<file path="config.mk">
export PLATFORM = sky130hd
export DESIGN_NAME = fdd_sector_reader
export DESIGN_NICKNAME = d
export VERILOG_FILES = /design/src/blk_pkg.sv /design/src/fdd_sector_reader.sv
export VERILOG_INCLUDE_DIRS = /design/src
export SDC_FILE = /design/constraint.sdc
export NUM_CORES = 1
export LEC_CHECK = 0
export ABC_AREA = 1
export BUFFER_PORTS_ARGS = -buffer_cell sky130_fd_sc_hd__buf_4
export CORE_ASPECT_RATIO = 0.6
export CORE_MARGIN = 2
export CORE_UTILIZATION = 40
export CTS_CLUSTER_DIAMETER = 120
export CTS_CLUSTER_SIZE = 14
export DETAILED_ROUTE_END_ITERATION = 7
export PLACE_DENSITY = 0.69
export SYNTH_ARGS = -nofsm -noshare
export SYNTH_HDL_FRONTEND = slang
export SYNTH_SLANG_ARGS = --single-unit
</file>
<file path="constraint.sdc">
create_clock -name clk -period 6.5 [get_ports clk]
set_input_delay 1.625 -clock clk [delete_from_list [all_inputs] [get_ports clk]]
set_output_delay 1.625 -clock clk [all_outputs]
set_load 0.005 [all_outputs]
</file>
<file path="src/blk_defines.svh">
// ============================================================
// Shared sizes and slot numbers of the host block interface
// Slot 0 is the host boot device and carries no client here
// Sector size is fixed, multi-sector transfers do not occur
// ============================================================

`ifndef BLK_DEFINES_SVH
`define BLK_DEFINES_SVH

// Number of virtual disk slots served by the host
`define BLK_VDNUM 3

// Slot carrying the floppy sector reader
`define BLK_SLOT_FDD 1

// Slot carrying the NVRAM sector store
`define BLK_SLOT_NV 2

// Bytes in one sector, the only transfer size used
`define BLK_SECTOR_BYTES 512

`endif

</file>
<file path="src/blk_pkg.sv">
// ============================================================
// Field types of the host block interface
// Slot vectors are sized by BLK_VDNUM from blk_defines.svh
// A block count of zero requests exactly one sector
// ============================================================

`default_nettype none

`include "blk_defines.svh"

package blk_pkg;

    // Sector address as seen by the host
    typedef logic [31:0] lba_t;

    // Block count field, zero means a single sector
    typedef logic [5:0] blk_cnt_t;

    // Byte address into the shared host buffer
    typedef logic [13:0] buff_addr_t;

    // One data byte on the buffer port
    typedef logic [7:0] byte_t;

    // Image size in bytes as reported on mount
    typedef logic [63:0] img_size_t;

    // Byte index inside one sector
    typedef logic [8:0] sector_idx_t;

    // Wrapping sum of the bytes of a sector
    typedef logic [15:0] csum_t;

    // One bit per slot for rd, wr, ack, mount and enable
    typedef logic [`BLK_VDNUM-1:0] slot_vec_t;

endpackage

`default_nettype wire

</file>
<file path="src/fdd_sector_reader.sv">
// ============================================================
// Reads one sector from the host and sums its bytes
// A start while busy is ignored, err pulses when unmounted or
// when the sector does not lie fully inside the image
// Only buffer writes below one sector enter the checksum
// csum is valid with done and holds until the next request
// ============================================================

`timescale 1ns/10ps
`default_nettype none

`include "blk_defines.svh"

module fdd_sector_reader (
    input  wire                         clk,
    input  wire                         rst,
    input  wire                         start,
    input  wire blk_pkg::lba_t          start_lba,
    input  wire                         ack,
    input  wire                         buff_wr,
    input  wire blk_pkg::buff_addr_t    buff_addr,
    input  wire blk_pkg::byte_t         buff_dout,
    input  wire                         mounted,
    input  wire blk_pkg::img_size_t     img_size,
    output blk_pkg::lba_t               lba,
    output logic                        rd,
    output logic                        done,
    output logic                        err,
    output blk_pkg::csum_t              csum
);

    typedef enum logic [1:0] {
        ST_IDLE,
        ST_REQ,
        ST_XFER
    } state_t;

    state_t             state;
    blk_pkg::img_size_t sector_end;
    logic               req_ok;
    logic               byte_ok;

    // Byte offset just past the requested sector
    assign sector_end = (blk_pkg::img_size_t'(start_lba) + 64'd1) * `BLK_SECTOR_BYTES;

    // The whole sector has to fit inside the mounted image
    assign req_ok = mounted && (sector_end <= img_size);

    // A byte counts when the host writes it during our transfer
    assign byte_ok = ack && buff_wr &&
                     (buff_addr < blk_pkg::buff_addr_t'(`BLK_SECTOR_BYTES));

    // Request FSM, rd is held until the host acknowledges
    always_ff @(posedge clk) begin
        if (rst) begin
            state <= ST_IDLE;
            rd    <= 1'b0;
            done  <= 1'b0;
            err   <= 1'b0;
        end else begin
            done <= 1'b0;
            err  <= 1'b0;
            case (state)
                ST_IDLE: begin
                    if (start) begin
                        if (req_ok) begin
                            rd    <= 1'b1;
                            state <= ST_REQ;
                        end else begin
                            err <= 1'b1;
                        end
                    end
                end
                ST_REQ: begin
                    // The host owns the transfer from its first ack cycle
                    if (ack) begin
                        rd    <= 1'b0;
                        state <= ST_XFER;
                    end
                end
                ST_XFER: begin
                    // Falling ack ends the sector
                    if (!ack) begin
                        done  <= 1'b1;
                        state <= ST_IDLE;
                    end
                end
                default: begin
                    state <= ST_IDLE;
                end
            endcase
        end
    end

    // Address and checksum are captured on an accepted start
    always_ff @(posedge clk) begin
        if (state == ST_IDLE && start && req_ok) begin
            lba  <= start_lba;
            csum <= '0;
        end else if (state != ST_IDLE && byte_ok) begin
            // The sum wraps at 16 bits
            csum <= csum + blk_pkg::csum_t'(buff_dout);
        end
    end

endmodule

`default_nettype wire

</file>
Word-level counts from Yosys, hierarchy flattened
Cells that the tools add are included.

word-level totals
  bits in registers = 53
  logic and storage cells = 43
  ROM bits = 0
  memories = 0
  input port bits = 124
  memory bits (writable) = 0
  latch bits = 0

operators by class
  equal/unequal tests = 6
  bitwise gates (word level) = 3
  mux-type cells = 11
  reduce and logical (&&, ||, !) cells = 13
  shift operators = 0
  div/mod/pow operators = 0
  $add $sub $neg = 2
  $lt $le $gt $ge = 2
  $mul = 0

operator list
  kind                     number
  $le A42 B64 Y1           1
  $add A32 B1 Y33 const B  1
  $add A16 B8 Y16          1
  $lt A14 B10 Y1 const B   1
  $mux W2                  4
  $ne A2 B2 Y1 const B     4
  $reduce_and A4 Y1        2
  $logic_and A1 B1 Y1      6
  $pmux W2 S3              1
  $mux W1                  5
  $reduce_bool A2 Y1       2
  $not A1 Y1               3
  $reduce_or A3 Y1         1
  $eq A2 B1 Y1 const B     1
  $eq A2 B2 Y1 const B     1
  $logic_not A2 Y1         1
  $pmux W1 S2              1
  $reduce_or A2 Y1         1

Logic depth before layout (Yosys ltp)
  word-level depth = 6
  depth in mapped cells = 27

Least setup slack after synthesis
Ideal clock, no wire load.

  kind = input-to-reg
  start point = in start_lba[0]
  end point = reg lba[0], enable pin
  setup time = 0.387 ns
  path buffers = 1
  path slack = 1.291 ns
  data required time = 6.113 ns
  arrival = 4.823 ns
  cell stages on the path = 21
  cell sequence = ha_1 > nand3_2 > nor3_4 > nand2_2 > nor3_4 > nand3_4 > nor2_8 > nand3_1 > xor2_1 > inv_1 > ha_1 > nand2_1 > nor2_1 > nand3_1 > nand3b_1 > nor2_1 > nand3b_1 > nand2_1 > nand3_2 > buf_2 > inv_1

on the way
  word-level cells in the longest chain between the ends = 4

ends and longest elaborated chain
  element                 RTL line                 text
  start: declaration      fdd_sector_reader.sv:18  input wire blk_pkg::lba_t start_lba,
  $add A32 B1 Y33         fdd_sector_reader.sv:44  assign sector_end = (blk_pkg::img_size_t'(start_lba) + 64'd1) * `BLK_SECTOR_BYTES;
  $le A42 B64 Y1          fdd_sector_reader.sv:47  assign req_ok = mounted && (sector_end <= img_size);
  $logic_and A1 B1 Y1     fdd_sector_reader.sv:47
  $logic_and A1 B1 Y1     fdd_sector_reader.sv:97  if (state == ST_IDLE && start && req_ok) begin
  end signal: assignment  fdd_sector_reader.sv:98  lba <= start_lba;
  end: declaration        fdd_sector_reader.sv:25  output blk_pkg::lba_t lba,

Every way passes these cells.
A chain may end at the register's enable or synchronous reset.

Final worst setup path
Same ends and word-level chain as after synthesis.

==> summary.txt <==
CTS
  – Clock Latency Late Sink: 290 ps
  – Post-CTS Resized: 0
  – Clock-pin slew on the worst setup and hold paths: about 70 ps
  – Clk sinks: 53
  – # Post-CTS Setup Buffers: 0
  – Total CTS buffers: 5
  – Clock H-tree levels: 2
  – Clk buf depth: 2
  – CTS tree: yes
  – Cell chosen for the clock root: clkbuf_16
  – Hold_buf cts: 0

Power and ir drop
  – Switching Share: 0.269
  – Pwr Density: between 100 and 150 nW/um^2
  – Clk pwr share: 0.327
  – Internal power: about 610 uW
  – Net Sw Power: approximately 220 uW
  – Pleak: 0.00306 uW
  – Logic pwr share: 0.224
  – Flop pwr share: 0.449
  – Max VDD drop: 0.000101 V

STA
  – Fin. max-slew vios: 0
  – WHS: 447 ps
  – Fin crit period: between 5000 and 6000 ps
  – Clock skew: approximately 2.1 ps
  – Final Setup Violations: 0
  – Slew HR: 0.384
  – Setup TNS: 0 ps
  – Peak Freq: roughly 190 MHz
  – RSZ-0062 raised after global routing: no
  – Post-route clock period utilization: 0.824
  – Worst slew pin tran: approximately 920 ps
  – Final hold violation count: 0

Cells and area
  – Share of cells above drive strength 1: 0.266
  – ANT cells: 0
  – Fin nets: 884
  – Area grow syn2layout: 37.8%
  – # fillers: 948
  – Storage cell area: 1380 sq um
  – Post-layout util: 0.569
  – Multi-input gate area: roughly 2200 sq um

Setup path
  – Critical-path top delay cell: buf_4
  – Worst Path Arrival: around 5300 ps
  – Worst setup SP type: input pin
  – CP Data Required Time: ~6500 ps
  – CP cell instances: buf_4, ha_1, nand3_2, nor3_4, nand2_2, nor3_4, nand3_4, nor2_8, nand3_1, xor2_1, inv_1, ha_1, nand2_1, nor2_1, nand3_1, nand3b_1, nor2_1, nand3b_1, nand2_1, nand3_2, inv_1, buf_4
  – Crit path kind: input pin to register
  – Worst Path Max Fanout: 32
  – CP Capture Type: register
  – FF-to-FF Start: csum[0]$_SDFFE_PP0P_
  – Critical Path Start: start_lba[0]
  – Crit path largest cell delay: about 400 ps

Yosys
  – Yosys top cell area share: 0.235
  – Syn_area_per_cell: roughly 7.5 sq um
  – Syn_nets: between 700 and 800
  – Synth unique cells: 38
  – Main synth FF type: edfxtp_1
  – Synth async-reset ratio: 0
  – Cell with the most instances after synthesis: nand2_1
  – EDFF count, synth: 32
  – Top cell types by occurrence after synthesis: 134 x nand2_1, 124 x inv_1, 49 x nor2_1, 42 x ha_1, 32 x edfxtp_1
  – Yosys reg bits: 53
  – Mapped Cells: 546
  – Register area share after synthesis: 0.338
  – Yosys Warn Count: 0
  – Synth area leaders: edfxtp_1 23%, ha_1 13%, nand2_1 12%
  – Cell area after synthesis: ~4100 sq um
  – Yosys top cell by area: edfxtp_1

Run
  – MaxCap Viol Count: 0

Route
  – Drt initial violations: ~170
  – DRC: 0
  – Via count: between 3,000 and 4,000
  – Wirelength, routed: about 11,000 um
  – Final ANT Viol Nets: 0
  – WL per Instance: 12.6 um
  – Via/cell ratio: approximately 4.7
  – Router iterations before antenna repair: 4

GRT
  – Gr ovfl total: 0
  – Global-route wire length before repair: 17,500 um
  – Gr usage total: 0.201
  – Vias in the first global route: 3,795
  – Antenna violations before repair: 0
  – Largest net degree at the start of global routing: 33

Outcome
  – Run status: complete, no violations

Placement
  – IO buf count: roughly 170
  – GPL Wtd Cong: 0.885
  – DP HPWL: about 9000 um

Floorplanning
  – Ports: 175
  – Chip height: between 80 and 90 um
  – Core footprint: 9910 sq um
  – Starting Density: 0.413
  – Number of core rows: 28
  – Die area: between 10,000 and 15,000 sq um
  – DIE WIDTH: between 100 and 150 um

Worst hold path
  – Hold Crit Start: rd$_SDFFE_PP0P_
  – Worst min-delay path class: register to register
## metrics by stage
| step | cells | area, sq um | setup slack [ps] | power [uW] |
|---|---|---|---|---|
| 6_report | 853 | 5640 | 1150 | 830 |
| 5_1_grt | 853 | 5640 | 804 | 879 |
| 4_1_cts | 853 | 5640 | 1080 | 841 |
| 3_5_place_dp | 845 | 5500 | 795 | 567 |
| 3_3_place_gp | 845 | 5500 | 870 | 562 |
| 2_1_floorplan | 546 | 4090 | 1290 | 464 |
## sequential cells by signal, indices dropped and copies added (netlist names)
register	flops
lba	32
csum	16
state	2
done	1
err	1
rd	1
## cell usage in the layout, fill, tap and decap left out, types with 3 or more instances in the layout
master	n
o211ai_1	9
edfxtp_1	32
nand3_1	25
nand2_1	134
nor3_1	10
xor2_1	22
xnor2_1	10
nor2_1	49
buf_4	166
nand3_2	3
clkbuf_16	5
nor4_1	6
dfxtp_1	21
inv_1	124
nand3b_1	3
nand4_1	9
ha_1	42
a21oi_1	19
a21o_1	3
## final timing paths
kind	slack [ps]	cells past startpoint	endpoint
max	1150	22	lba[0]$_DFFE_PP_
min	450	2	rd$_SDFFE_PP0P_
min reg2reg	450	2	rd$_SDFFE_PP0P_
max reg2reg	4360	13	csum[14]$_SDFFE_PP0P_
## power by group through the flow
stage	sequential (uW)	combinational, uW	clock [uW]
6_report	372	186	272
5_1_grt	374	211	295
4_1_cts	373	187	281
3_5_place_dp	380	187	0
3_3_place_gp	380	182	0
2_1_floorplan	381	82.7	0
## cell families (layout without fill, tap and decap cells)
| kind of cell | after synthesis | count (layout) | share of synthesized area |
|---|---|---|---|
| DFF | 53 | 53 | 0.338 |
| xor gates and xnor gates | 32 | 32 | 0.0685 |
| AOI/OAI and AO/OA | 37 | 37 | 0.0563 |
| and+or+nand+nor | 253 | 253 | 0.287 |
| adders and majority gates | 43 | 43 | 0.133 |
| buffers and inverters | 128 | 300 | 0.118 |
## area by class of cell
cell class / count / share of cell area
clock buffer: 6 / 0.0229
timing repair buffer: 166 / 0.221
multi-input combinational: 365 / 0.395
sequential: 53 / 0.245
inverter: 126 / 0.0839
tap: 135 / 0.0300
clock inverter: 2 / 0.00222
## routing by layer
metal	share of wire	GRT usage
met3	0.065	0.0354
met5	0	0
met4	0.0080	0.0379
met1	0.51	0.293
met2	0.42	0.313
## worst max-delay path, delay by kind of cell
family / cells / cell delay [ps]
fa+ha+maj: 2 / 490
buf+inv: 4 / 690
simple gates: 15 / 2320
xor+xnor: 1 / 150
(Power assumes the default switching activity.)
