File: config.mk
export PLATFORM = sky130hd
export DESIGN_NAME = blk_dev_mux
export DESIGN_NICKNAME = d
export VERILOG_FILES = /design/src/blk_pkg.sv /design/src/blk_dev_mux.sv
export VERILOG_INCLUDE_DIRS = /design/src
export SDC_FILE = /design/constraint.sdc
export NUM_CORES = 1
export LEC_CHECK = 0
export BUFFER_PORTS_ARGS = -buffer_cell sky130_fd_sc_hd__buf_2
export CORE_AREA = 3 3 161 163
export DETAILED_ROUTE_END_ITERATION = 10
export DIE_AREA = 0 0 164 166
export PLACE_DENSITY = 0.49
export SYNTH_ARGS = -nofsm -noshare
export SYNTH_HDL_FRONTEND = slang
export SYNTH_SLANG_ARGS = --single-unit
File: constraint.sdc
create_clock -name clk -period 1.3 [get_ports clk]
set_input_delay 0.13 -clock clk [delete_from_list [all_inputs] [get_ports clk]]
set_output_delay 0.13 -clock clk [all_outputs]
set_load 0.03 [all_outputs]
File: src/blk_defines.svh
// ============================================================
// Shared sizes and slot numbers of the host block interface
// Slot 0 is the host boot device and carries no client here
// Sector size is fixed, multi-sector transfers do not occur
// ============================================================

`ifndef BLK_DEFINES_SVH
`define BLK_DEFINES_SVH

// Number of virtual disk slots served by the host
`define BLK_VDNUM 3

// Slot carrying the floppy sector reader
`define BLK_SLOT_FDD 1

// Slot carrying the NVRAM sector store
`define BLK_SLOT_NV 2

// Bytes in one sector, the only transfer size used
`define BLK_SECTOR_BYTES 512

`endif

File: src/blk_pkg.sv
// ============================================================
// Field types of the host block interface
// Slot vectors are sized by BLK_VDNUM from blk_defines.svh
// A block count of zero requests exactly one sector
// ============================================================

`default_nettype none

`include "blk_defines.svh"

package blk_pkg;

    // Sector address as seen by the host
    typedef logic [31:0] lba_t;

    // Block count field, zero means a single sector
    typedef logic [5:0] blk_cnt_t;

    // Byte address into the shared host buffer
    typedef logic [13:0] buff_addr_t;

    // One data byte on the buffer port
    typedef logic [7:0] byte_t;

    // Image size in bytes as reported on mount
    typedef logic [63:0] img_size_t;

    // Byte index inside one sector
    typedef logic [8:0] sector_idx_t;

    // Wrapping sum of the bytes of a sector
    typedef logic [15:0] csum_t;

    // One bit per slot for rd, wr, ack, mount and enable
    typedef logic [`BLK_VDNUM-1:0] slot_vec_t;

endpackage

`default_nettype wire

File: src/blk_dev_mux.sv
// ============================================================
// Routes the floppy and NVRAM clients onto their host slots
// Mount info is latched one cycle after the img_mounted pulse
// A disabled slot sees no ack, no buffer writes and size zero
// Requests pass through ungated and slot 0 is driven idle
// Mounted flags clear on rst and are set by any mount pulse
// ============================================================

`timescale 1ns/10ps
`default_nettype none

`include "blk_defines.svh"

module blk_dev_mux (
    input  wire                         clk,
    input  wire                         rst,
    input  wire blk_pkg::slot_vec_t     slot_en,
    input  wire blk_pkg::slot_vec_t     sd_ack,
    input  wire blk_pkg::buff_addr_t    sd_buff_addr,
    input  wire blk_pkg::byte_t         sd_buff_dout,
    input  wire                         sd_buff_wr,
    input  wire blk_pkg::slot_vec_t     img_mounted,
    input  wire blk_pkg::img_size_t     img_size,
    input  wire                         img_readonly,
    input  wire blk_pkg::lba_t          fdd_lba,
    input  wire                         fdd_rd,
    input  wire blk_pkg::lba_t          nv_lba,
    input  wire                         nv_wr,
    input  wire blk_pkg::byte_t         nv_buff_din,
    output blk_pkg::lba_t               sd_lba [`BLK_VDNUM],
    output blk_pkg::blk_cnt_t           sd_blk_cnt [`BLK_VDNUM],
    output blk_pkg::slot_vec_t          sd_rd,
    output blk_pkg::slot_vec_t          sd_wr,
    output blk_pkg::byte_t              sd_buff_din [`BLK_VDNUM],
    output logic                        fdd_ack,
    output logic                        fdd_buff_wr,
    output logic                        fdd_mounted,
    output blk_pkg::img_size_t          fdd_img_size,
    output logic                        nv_ack,
    output blk_pkg::buff_addr_t         nv_buff_addr,
    output logic                        nv_mounted,
    output logic                        nv_readonly,
    output blk_pkg::buff_addr_t         buff_addr,
    output blk_pkg::byte_t              buff_dout
);

    // Latched image information of the two client slots
    blk_pkg::img_size_t fdd_size_q;
    logic               nv_ro_q;

    // The floppy only needs the size, the NVRAM only the write protection
    always_ff @(posedge clk) begin
        if (img_mounted[`BLK_SLOT_FDD]) begin
            fdd_size_q <= img_size;
        end
        if (img_mounted[`BLK_SLOT_NV]) begin
            nv_ro_q <= img_readonly;
        end
    end

    // Mounted flags stay set until the next reset
    always_ff @(posedge clk) begin
        if (rst) begin
            fdd_mounted <= 1'b0;
            nv_mounted  <= 1'b0;
        end else begin
            if (img_mounted[`BLK_SLOT_FDD]) begin
                fdd_mounted <= 1'b1;
            end
            if (img_mounted[`BLK_SLOT_NV]) begin
                nv_mounted <= 1'b1;
            end
        end
    end

    // Every slot starts idle, then the client slots take their requests
    always_comb begin
        for (int s = 0; s < `BLK_VDNUM; s++) begin
            sd_lba[s]      = '0;
            sd_blk_cnt[s]  = '0;
            sd_buff_din[s] = '0;
        end
        sd_rd = '0;
        sd_wr = '0;
        sd_lba[`BLK_SLOT_FDD]     = fdd_lba;
        sd_rd[`BLK_SLOT_FDD]      = fdd_rd;
        sd_lba[`BLK_SLOT_NV]      = nv_lba;
        sd_wr[`BLK_SLOT_NV]       = nv_wr;
        sd_buff_din[`BLK_SLOT_NV] = nv_buff_din;
    end

    // Floppy side returns, gated by its enable bit
    assign fdd_ack      = slot_en[`BLK_SLOT_FDD] & sd_ack[`BLK_SLOT_FDD];
    assign fdd_buff_wr  = slot_en[`BLK_SLOT_FDD] & sd_buff_wr;
    assign fdd_img_size = slot_en[`BLK_SLOT_FDD] ? fdd_size_q : '0;

    // NVRAM side returns, the store only reads the buffer address
    assign nv_ack       = slot_en[`BLK_SLOT_NV] & sd_ack[`BLK_SLOT_NV];
    assign nv_buff_addr = slot_en[`BLK_SLOT_NV] ? sd_buff_addr : '0;
    assign nv_readonly  = nv_ro_q;

    // Buffer address and data are common to all slots
    assign buff_addr = sd_buff_addr;
    assign buff_dout = sd_buff_dout;

endmodule

`default_nettype wire

### Word-level counts from Yosys, hierarchy flattened

Index checks and enable logic that the tools add are counted.

* register bits: 67
* output and inout port bits: 250
* word-level logic and storage cells: 9
* input bits: 173

* multiplexer cells: 2
* bitwise operators: 3

Operators by type and width (number)
* two-way mux 64 bit: 1
* two-way mux 14 bit: 1
* bitwise AND 1 bit: 3

### Longest topological paths before layout

Gate-level depths: netlist of the first run.

* word-level depth: 1
* depth in mapped cells: 3
* mapped depth without buffers: 1

### Worst setup path before layout of the first run

No wires, ideal clock.

* kind: in2out
* start point: input slot_en[1]
* end point: output fdd_img_size[23]
* path buffers: 2
* setup slack: 542 ps
* data arrival time: 628 ps
* stages on the path: 3
* required time: 1170 ps
* cell sequence: buf_6 buf_6 and2_1

* longest elaborated chain between the ends: 1

Ends and longest elaborated chain
* start: declaration: RTL line blk_dev_mux.sv:17 `input wire blk_pkg::slot_vec_t slot_en,`
* two-way mux 64 bit: RTL line blk_dev_mux.sv:95 `` assign fdd_img_size = slot_en[`BLK_SLOT_FDD] ? fdd_size_q : '0; ``
* end: declaration: RTL line blk_dev_mux.sv:38 `output blk_pkg::img_size_t fdd_img_size,`

Every way passes these cells.

### Worst setup path after layout of the first run

* start point: register fdd_size_q[25]
* end point: output fdd_img_size[25]

* longest elaborated chain between the ends: 1

Ends and longest elaborated chain
* start: declaration: RTL line blk_dev_mux.sv:48 `blk_pkg::img_size_t fdd_size_q;`
* start signal: assignment: RTL line blk_dev_mux.sv:54 `fdd_size_q <= img_size;`
* two-way mux 64 bit: RTL line blk_dev_mux.sv:95

Every way passes these cells.

==> results_dict.tcl, run 1 <==
set metrics [dict create \
    ios 423 \
    synth-simple-area-share_pct 13.20 \
    area_growth_pct 33.53 \
    powerDensity_mw_per_mm2 1250 \
    r2r_cells 1 \
    drv_slew 0 \
    via_per_inst 2.987 \
    grt_max_degree 52 \
    post-dp-hpwl_um 9752 \
    peakVddDrop_v 0.001113 \
    status "finished clean" \
    num-fill-cells 2658 \
    final_cell_mix "buf_2, and2_1, conb_1" \
    io_buffers 185 \
    antenna_left 0 \
    route.met3.wl_um 2423 \
    grt_remaining_overflow 0 \
    coreArea_sq_mm 0.02446 \
    cts_root_buf "clkbuf_16" \
    die_h_um 166 \
    htreeDepth 3 \
    setup-tns-final_ps 0 \
    start_util_pct 15.70 \
    layout-drive-gt1-share_pct 42.16 \
    multi_input_area_sq_um 789.5 \
    syn-cell-area_sq_mm 0.003840 \
    synth_cells 325 \
    clock_sinks 67 \
    yosys-mux-area-fraction_pct 0 \
    gr-usage-all-layers_pct 8.289 \
    wire_per_inst_um 14.72 \
    reg2reg_slack_ps 680 \
    dr_wl_met2_um 6133 \
    synth_top_area_share_pct 50.83 \
    drc_errors 0 \
    die_area_sq_mm 0.02722 \
    fin_crit_sh_pct 95.05 \
    seqCellArea_sq_mm 0.001992 \
    hp-class "input pin to flip-flop" \
    netlist_top_cells_area "edfxtp_1, buf_4, and2_1" \
    synth.distinct_cells 9 \
    startpoint_type "flip-flop" \
    synth_fa_ha_area_share_pct 0 \
    synth_area_leader_cell "edfxtp_1" \
    crit_fanout 1 \
    critPathKind "flip-flop to output port" \
    worstPathRequired_ps 1170 \
    cts_buffers 9 \
    synth_warnings 0 \
    fin_nets 659 \
    ys_seq_area_share_pct 51.87 \
    die_w_um 164 \
    power.leakage_uw 0.002347 \
    wl_met1_um 3161 \
    hold_depth 1 \
    fmax_mhz 809.3 \
    min_period_ps 1236 \
    antenna_found_initial 0 \
    finClkSkew_ps 0 \
    drtIter0Drc 43 \
    routed_wl_um 12000 \
    grt_setup_unrepaired "no" \
    path_clk_slew_ps 60 \
    rows 57 \
    final_common_cell "buf_2" \
    synth_xor_area_share_pct 0 \
    grt_pass1_vias 2487 \
    grt_pass1_wl_um 16330 \
    synth_compound_area_share_pct 0.5213 \
    end_kind "output port" \
    clk_latency_ps 320 \
    report.final.hold_viol_count 0 \
    top_layer_used "met4" \
    yosys_register_bits 67 \
    setup_viol 0 \
    drv_cap 0 \
    cts_buffer_depth 2 \
    drt-pass1-iter-count 4 \
    synth_top_family_by_area "buffers and inverters" \
    cp.arrival_ps 1110 \
    routabilityCongestion 0.7285 \
    diodes 0 \
    syn_avg_cell_area_sq_um 11.82 \
    fin_util_pct 20.96 \
    vias 2434 \
    cts_tree "built" \
]
-- power breakdown --
part           switching [uW]  leakage [uW]  internal, uW
sequential               40.4      0.000653          2560
clock                     966      0.000144          1500
combinational             907       0.00155           440
-- registers in the layout, indices dropped and copies added, names as in the netlist --
name and cells:
fdd_size_q 64, nv_readonly 1, fdd_mounted 1, nv_mounted 1
-- layer usage --
layer / GRT usage [%] / up-vias
met5: 0 / -
met4: 3.457 / 0
met3: 6.635 / 18
met2: 14.87 / 261
met1: 6.418 / 1029
li1: - / 1126
-- repair_timing --
item                                   4_1_cts  5_1_grt
gates resized for setup                      0        0
setup buffers                                0        0
hold buffers                                65        0
endpoints found under the hold margin       65        0
-- path summary, 6_finish.rpt --
| path | from | to |
|---|---|---|
| setup / recovery | fdd_size_q[25]$_DFFE_PP_ | fdd_img_size[25] |
| hold / removal | img_mounted[2] | nv_readonly$_DFFE_PP_ |
| setup reg to reg | fdd_mounted$_SDFFE_PP0P_ | fdd_mounted$_SDFFE_PP0P_ |
| hold reg to reg | nv_mounted$_SDFFE_PP0P_ | nv_mounted$_SDFFE_PP0P_ |
-- cell families after synthesis --
family	Yosys count
buffers and inverters	174
AND/OR/NAND/NOR	81
flip-flops	67
AO/OA/AOI/OAI	2
other	1
-- area by class of cell --
cell class	instances	area share, %
well taps	324	7.906
repair buffers	255	31.97
flip-flops and latches	67	38.85
multi-input cells	153	15.40
clock inverters	7	1.489
clock buffers	9	4.392
-- through the flow --
step | worst slack (ps) | power [uW] | cell area (sq um) | hold slack [ps] | cells
finish | 64.38 | 6408 | 5127 | 14.01 | 815
detailed placement | 343.9 | 3837 | 4175 | 260.2 | 734
floorplan | 541.8 | 4096 | 4099 | 228.9 | 394
CTS | 43.61 | 6487 | 5127 | 8.301 | 815
global route | 36.55 | 6681 | 5127 | 11.40 | 815
global placement | 349.0 | 3833 | 4175 | 260.2 | 734
-- worst max-delay path, cell delays in order (launching register included) --
cell and delay [ps]:
edfxtp_1 420, and2_1 190, buf_2 170
-- synth_stat cells (all sizes together) --
| master | number |
|---|---|
| buf | 173 |
| and2 | 81 |
| edfxtp | 65 |
| dfxtp | 2 |
| o21ba | 2 |
| clkbuf | 1 |
| conb | 1 |
Power figures use the tool's default switching activity.
==> inputs of run 2 (changes only) <==
--- a/config.mk
+++ b/config.mk
@@ -10,6 +10,7 @@
 export CORE_AREA = 3 3 161 163
 export DETAILED_ROUTE_END_ITERATION = 10
 export DIE_AREA = 0 0 164 166
+export MAX_ROUTING_LAYER = met4
 export PLACE_DENSITY = 0.49
 export SYNTH_ARGS = -nofsm -noshare
 export SYNTH_HDL_FRONTEND = slang
==> run 2 against run 1 <==
- first-iteration DRC count rose by 33%
- critical path depth did not move
- wire length barely moved
- global-route usage rose by 0.23 points
- non-clock buffer count did not move
- register-to-register slack barely moved
- sequential cell count did not move
- sequential share of layout area did not move
- clock power barely moved
==> results_dict.tcl, run 2 (synthesis gave the netlist of run 1 again) <==
set metrics [dict create \
    status "finished clean" \
    drtIter0Drc 57 \
    reg2reg_slack_ps 680 \
    htreeDepth 3 \
    rows 57 \
    post_cts_resized 0 \
    post-dp-hpwl_um 9752 \
    via_per_inst 2.988 \
    powerDensity_mw_per_mm2 1249 \
    cts_buffers 9 \
    finClkSkew_ps 0 \
    whs_ps 15.36 \
    dpl_cell_area_sq_mm 0.004175 \
    max_stage_delay_ps 410 \
    setup_viol 0 \
    io_buffers 185 \
    die_h_um 166 \
    die_area_sq_mm 0.02722 \
    final_cell_mix "buf_2, and2_1, conb_1" \
    startpoint_type "flip-flop" \
    critPathKind "flip-flop to output port" \
    cts_buffer_depth 2 \
    rr_startpoint "fdd_mounted$_SDFFE_PP0P_" \
    path_cells "and2_1 > buf_2" \
    routabilityCongestion 0.7419 \
    antenna_found_initial 0 \
    rr_endpoint "fdd_mounted$_SDFFE_PP0P_" \
    grt_max_degree 52 \
    crit_buf_inv 1 \
    cp.arrival_ps 1110 \
    layout-drive-gt1-share_pct 42.16 \
    top_register "fdd_size_q" \
    cts_root_buf "clkbuf_16" \
    grt_pass1_vias 2513 \
    worstPathRequired_ps 1170 \
    hp-class "input pin to flip-flop" \
    fin_crit_sh_pct 95.09 \
    path_depth 2 \
    cts_hold_buf 65 \
    crit_start "fdd_size_q[25]$_DFFE_PP_" \
    endpoint "fdd_img_size[25]" \
    start_util_pct 15.70 \
    peakVddDrop_v 0.001116 \
    area_growth_pct 33.53 \
    final_cell_area_sq_mm 0.005127 \
    drv_slew 0 \
    post_cts_buffers 0 \
    largest_reg_flops 64 \
    r2r_cells 1 \
    drc_errors 0 \
    end_kind "output port" \
    routed_wl_um 12000 \
    antenna_left 0 \
    vias 2435 \
    drv_cap 0 \
    grt_remaining_overflow 0 \
    gr-usage-all-layers_pct 8.521 \
    critPathSlowestCell "edfxtp_1" \
    cp_top_family "flip-flops" \
    clock_sinks 67 \
    diodes 0 \
    wire_per_inst_um 14.72 \
    path_clk_slew_ps 60 \
    clk_latency_ps 320 \
    drt-pass1-iter-count 4 \
    power.leakage_uw 0.002347 \
    report.final.hold_viol_count 0 \
    min_period_ps 1236 \
    setup-tns-final_ps 0 \
    ios 423 \
    final_common_cell "buf_2" \
    grt_setup_unrepaired "no" \
    crit_fanout 1 \
    coreArea_sq_mm 0.02446 \
    num-fill-cells 2658 \
    fmax_mhz 809.0 \
    fin_nets 659 \
    cts_tree "built" \
    grt_pass1_wl_um 16240 \
    die_w_um 164 \
]
[run 2: metrics by stage]
stage | total power (uW) | std cells | setup WS, ps | utilization, %
3_3_place_gp | 3833 | 734 | 349.0 | 17.07
2_1_floorplan | 4096 | 394 | 541.8 | -
6_report | 6407 | 815 | 63.89 | 20.96
5_1_grt | 6681 | 815 | 35.74 | 20.96
3_5_place_dp | 3837 | 734 | 343.9 | 17.07
4_1_cts | 6487 | 815 | 43.61 | 20.96
[run 2: report_power, final]
group	internal [uW]	switching, uW	total (uW)
combinational	440	907	1350
sequential	2560	40.8	2600
clock	1500	964	2460
[run 2: layout make-up]
cell class                 count  area (sq um)  share of cell area [%]
clock buffer                   9         225.2                   4.392
clock inverter                 7         76.32                   1.489
multi-input combinational    153         789.5                   15.40
sequential                    67          1992                   38.85
tap                          324         405.4                   7.906
timing repair buffer         255          1639                   31.97
[run 2: worst min-delay path by stage]
stage | startpoint | end | cells past startpoint
finish | img_mounted[2] | nv_readonly$_DFFE_PP_ | 1
global route | img_mounted[2] | nv_readonly$_DFFE_PP_ | 1
detailed placement | sd_buff_dout[2] | buff_dout[2] | 0
global placement | sd_buff_dout[2] | buff_dout[2] | 0
CTS | img_mounted[2] | nv_readonly$_DFFE_PP_ | 1
floorplan | img_size[0] | fdd_size_q[0]$_DFFE_PP_ | 0
[run 2: layer usage]
metal	part of all wire, %	up-vias	GRT usage, %
met5	0	-	-
met4	2.3	0	3.347
met3	18	17	5.837
met2	51	262	14.86
met1	28	1029	6.942
li1	-	1127	-
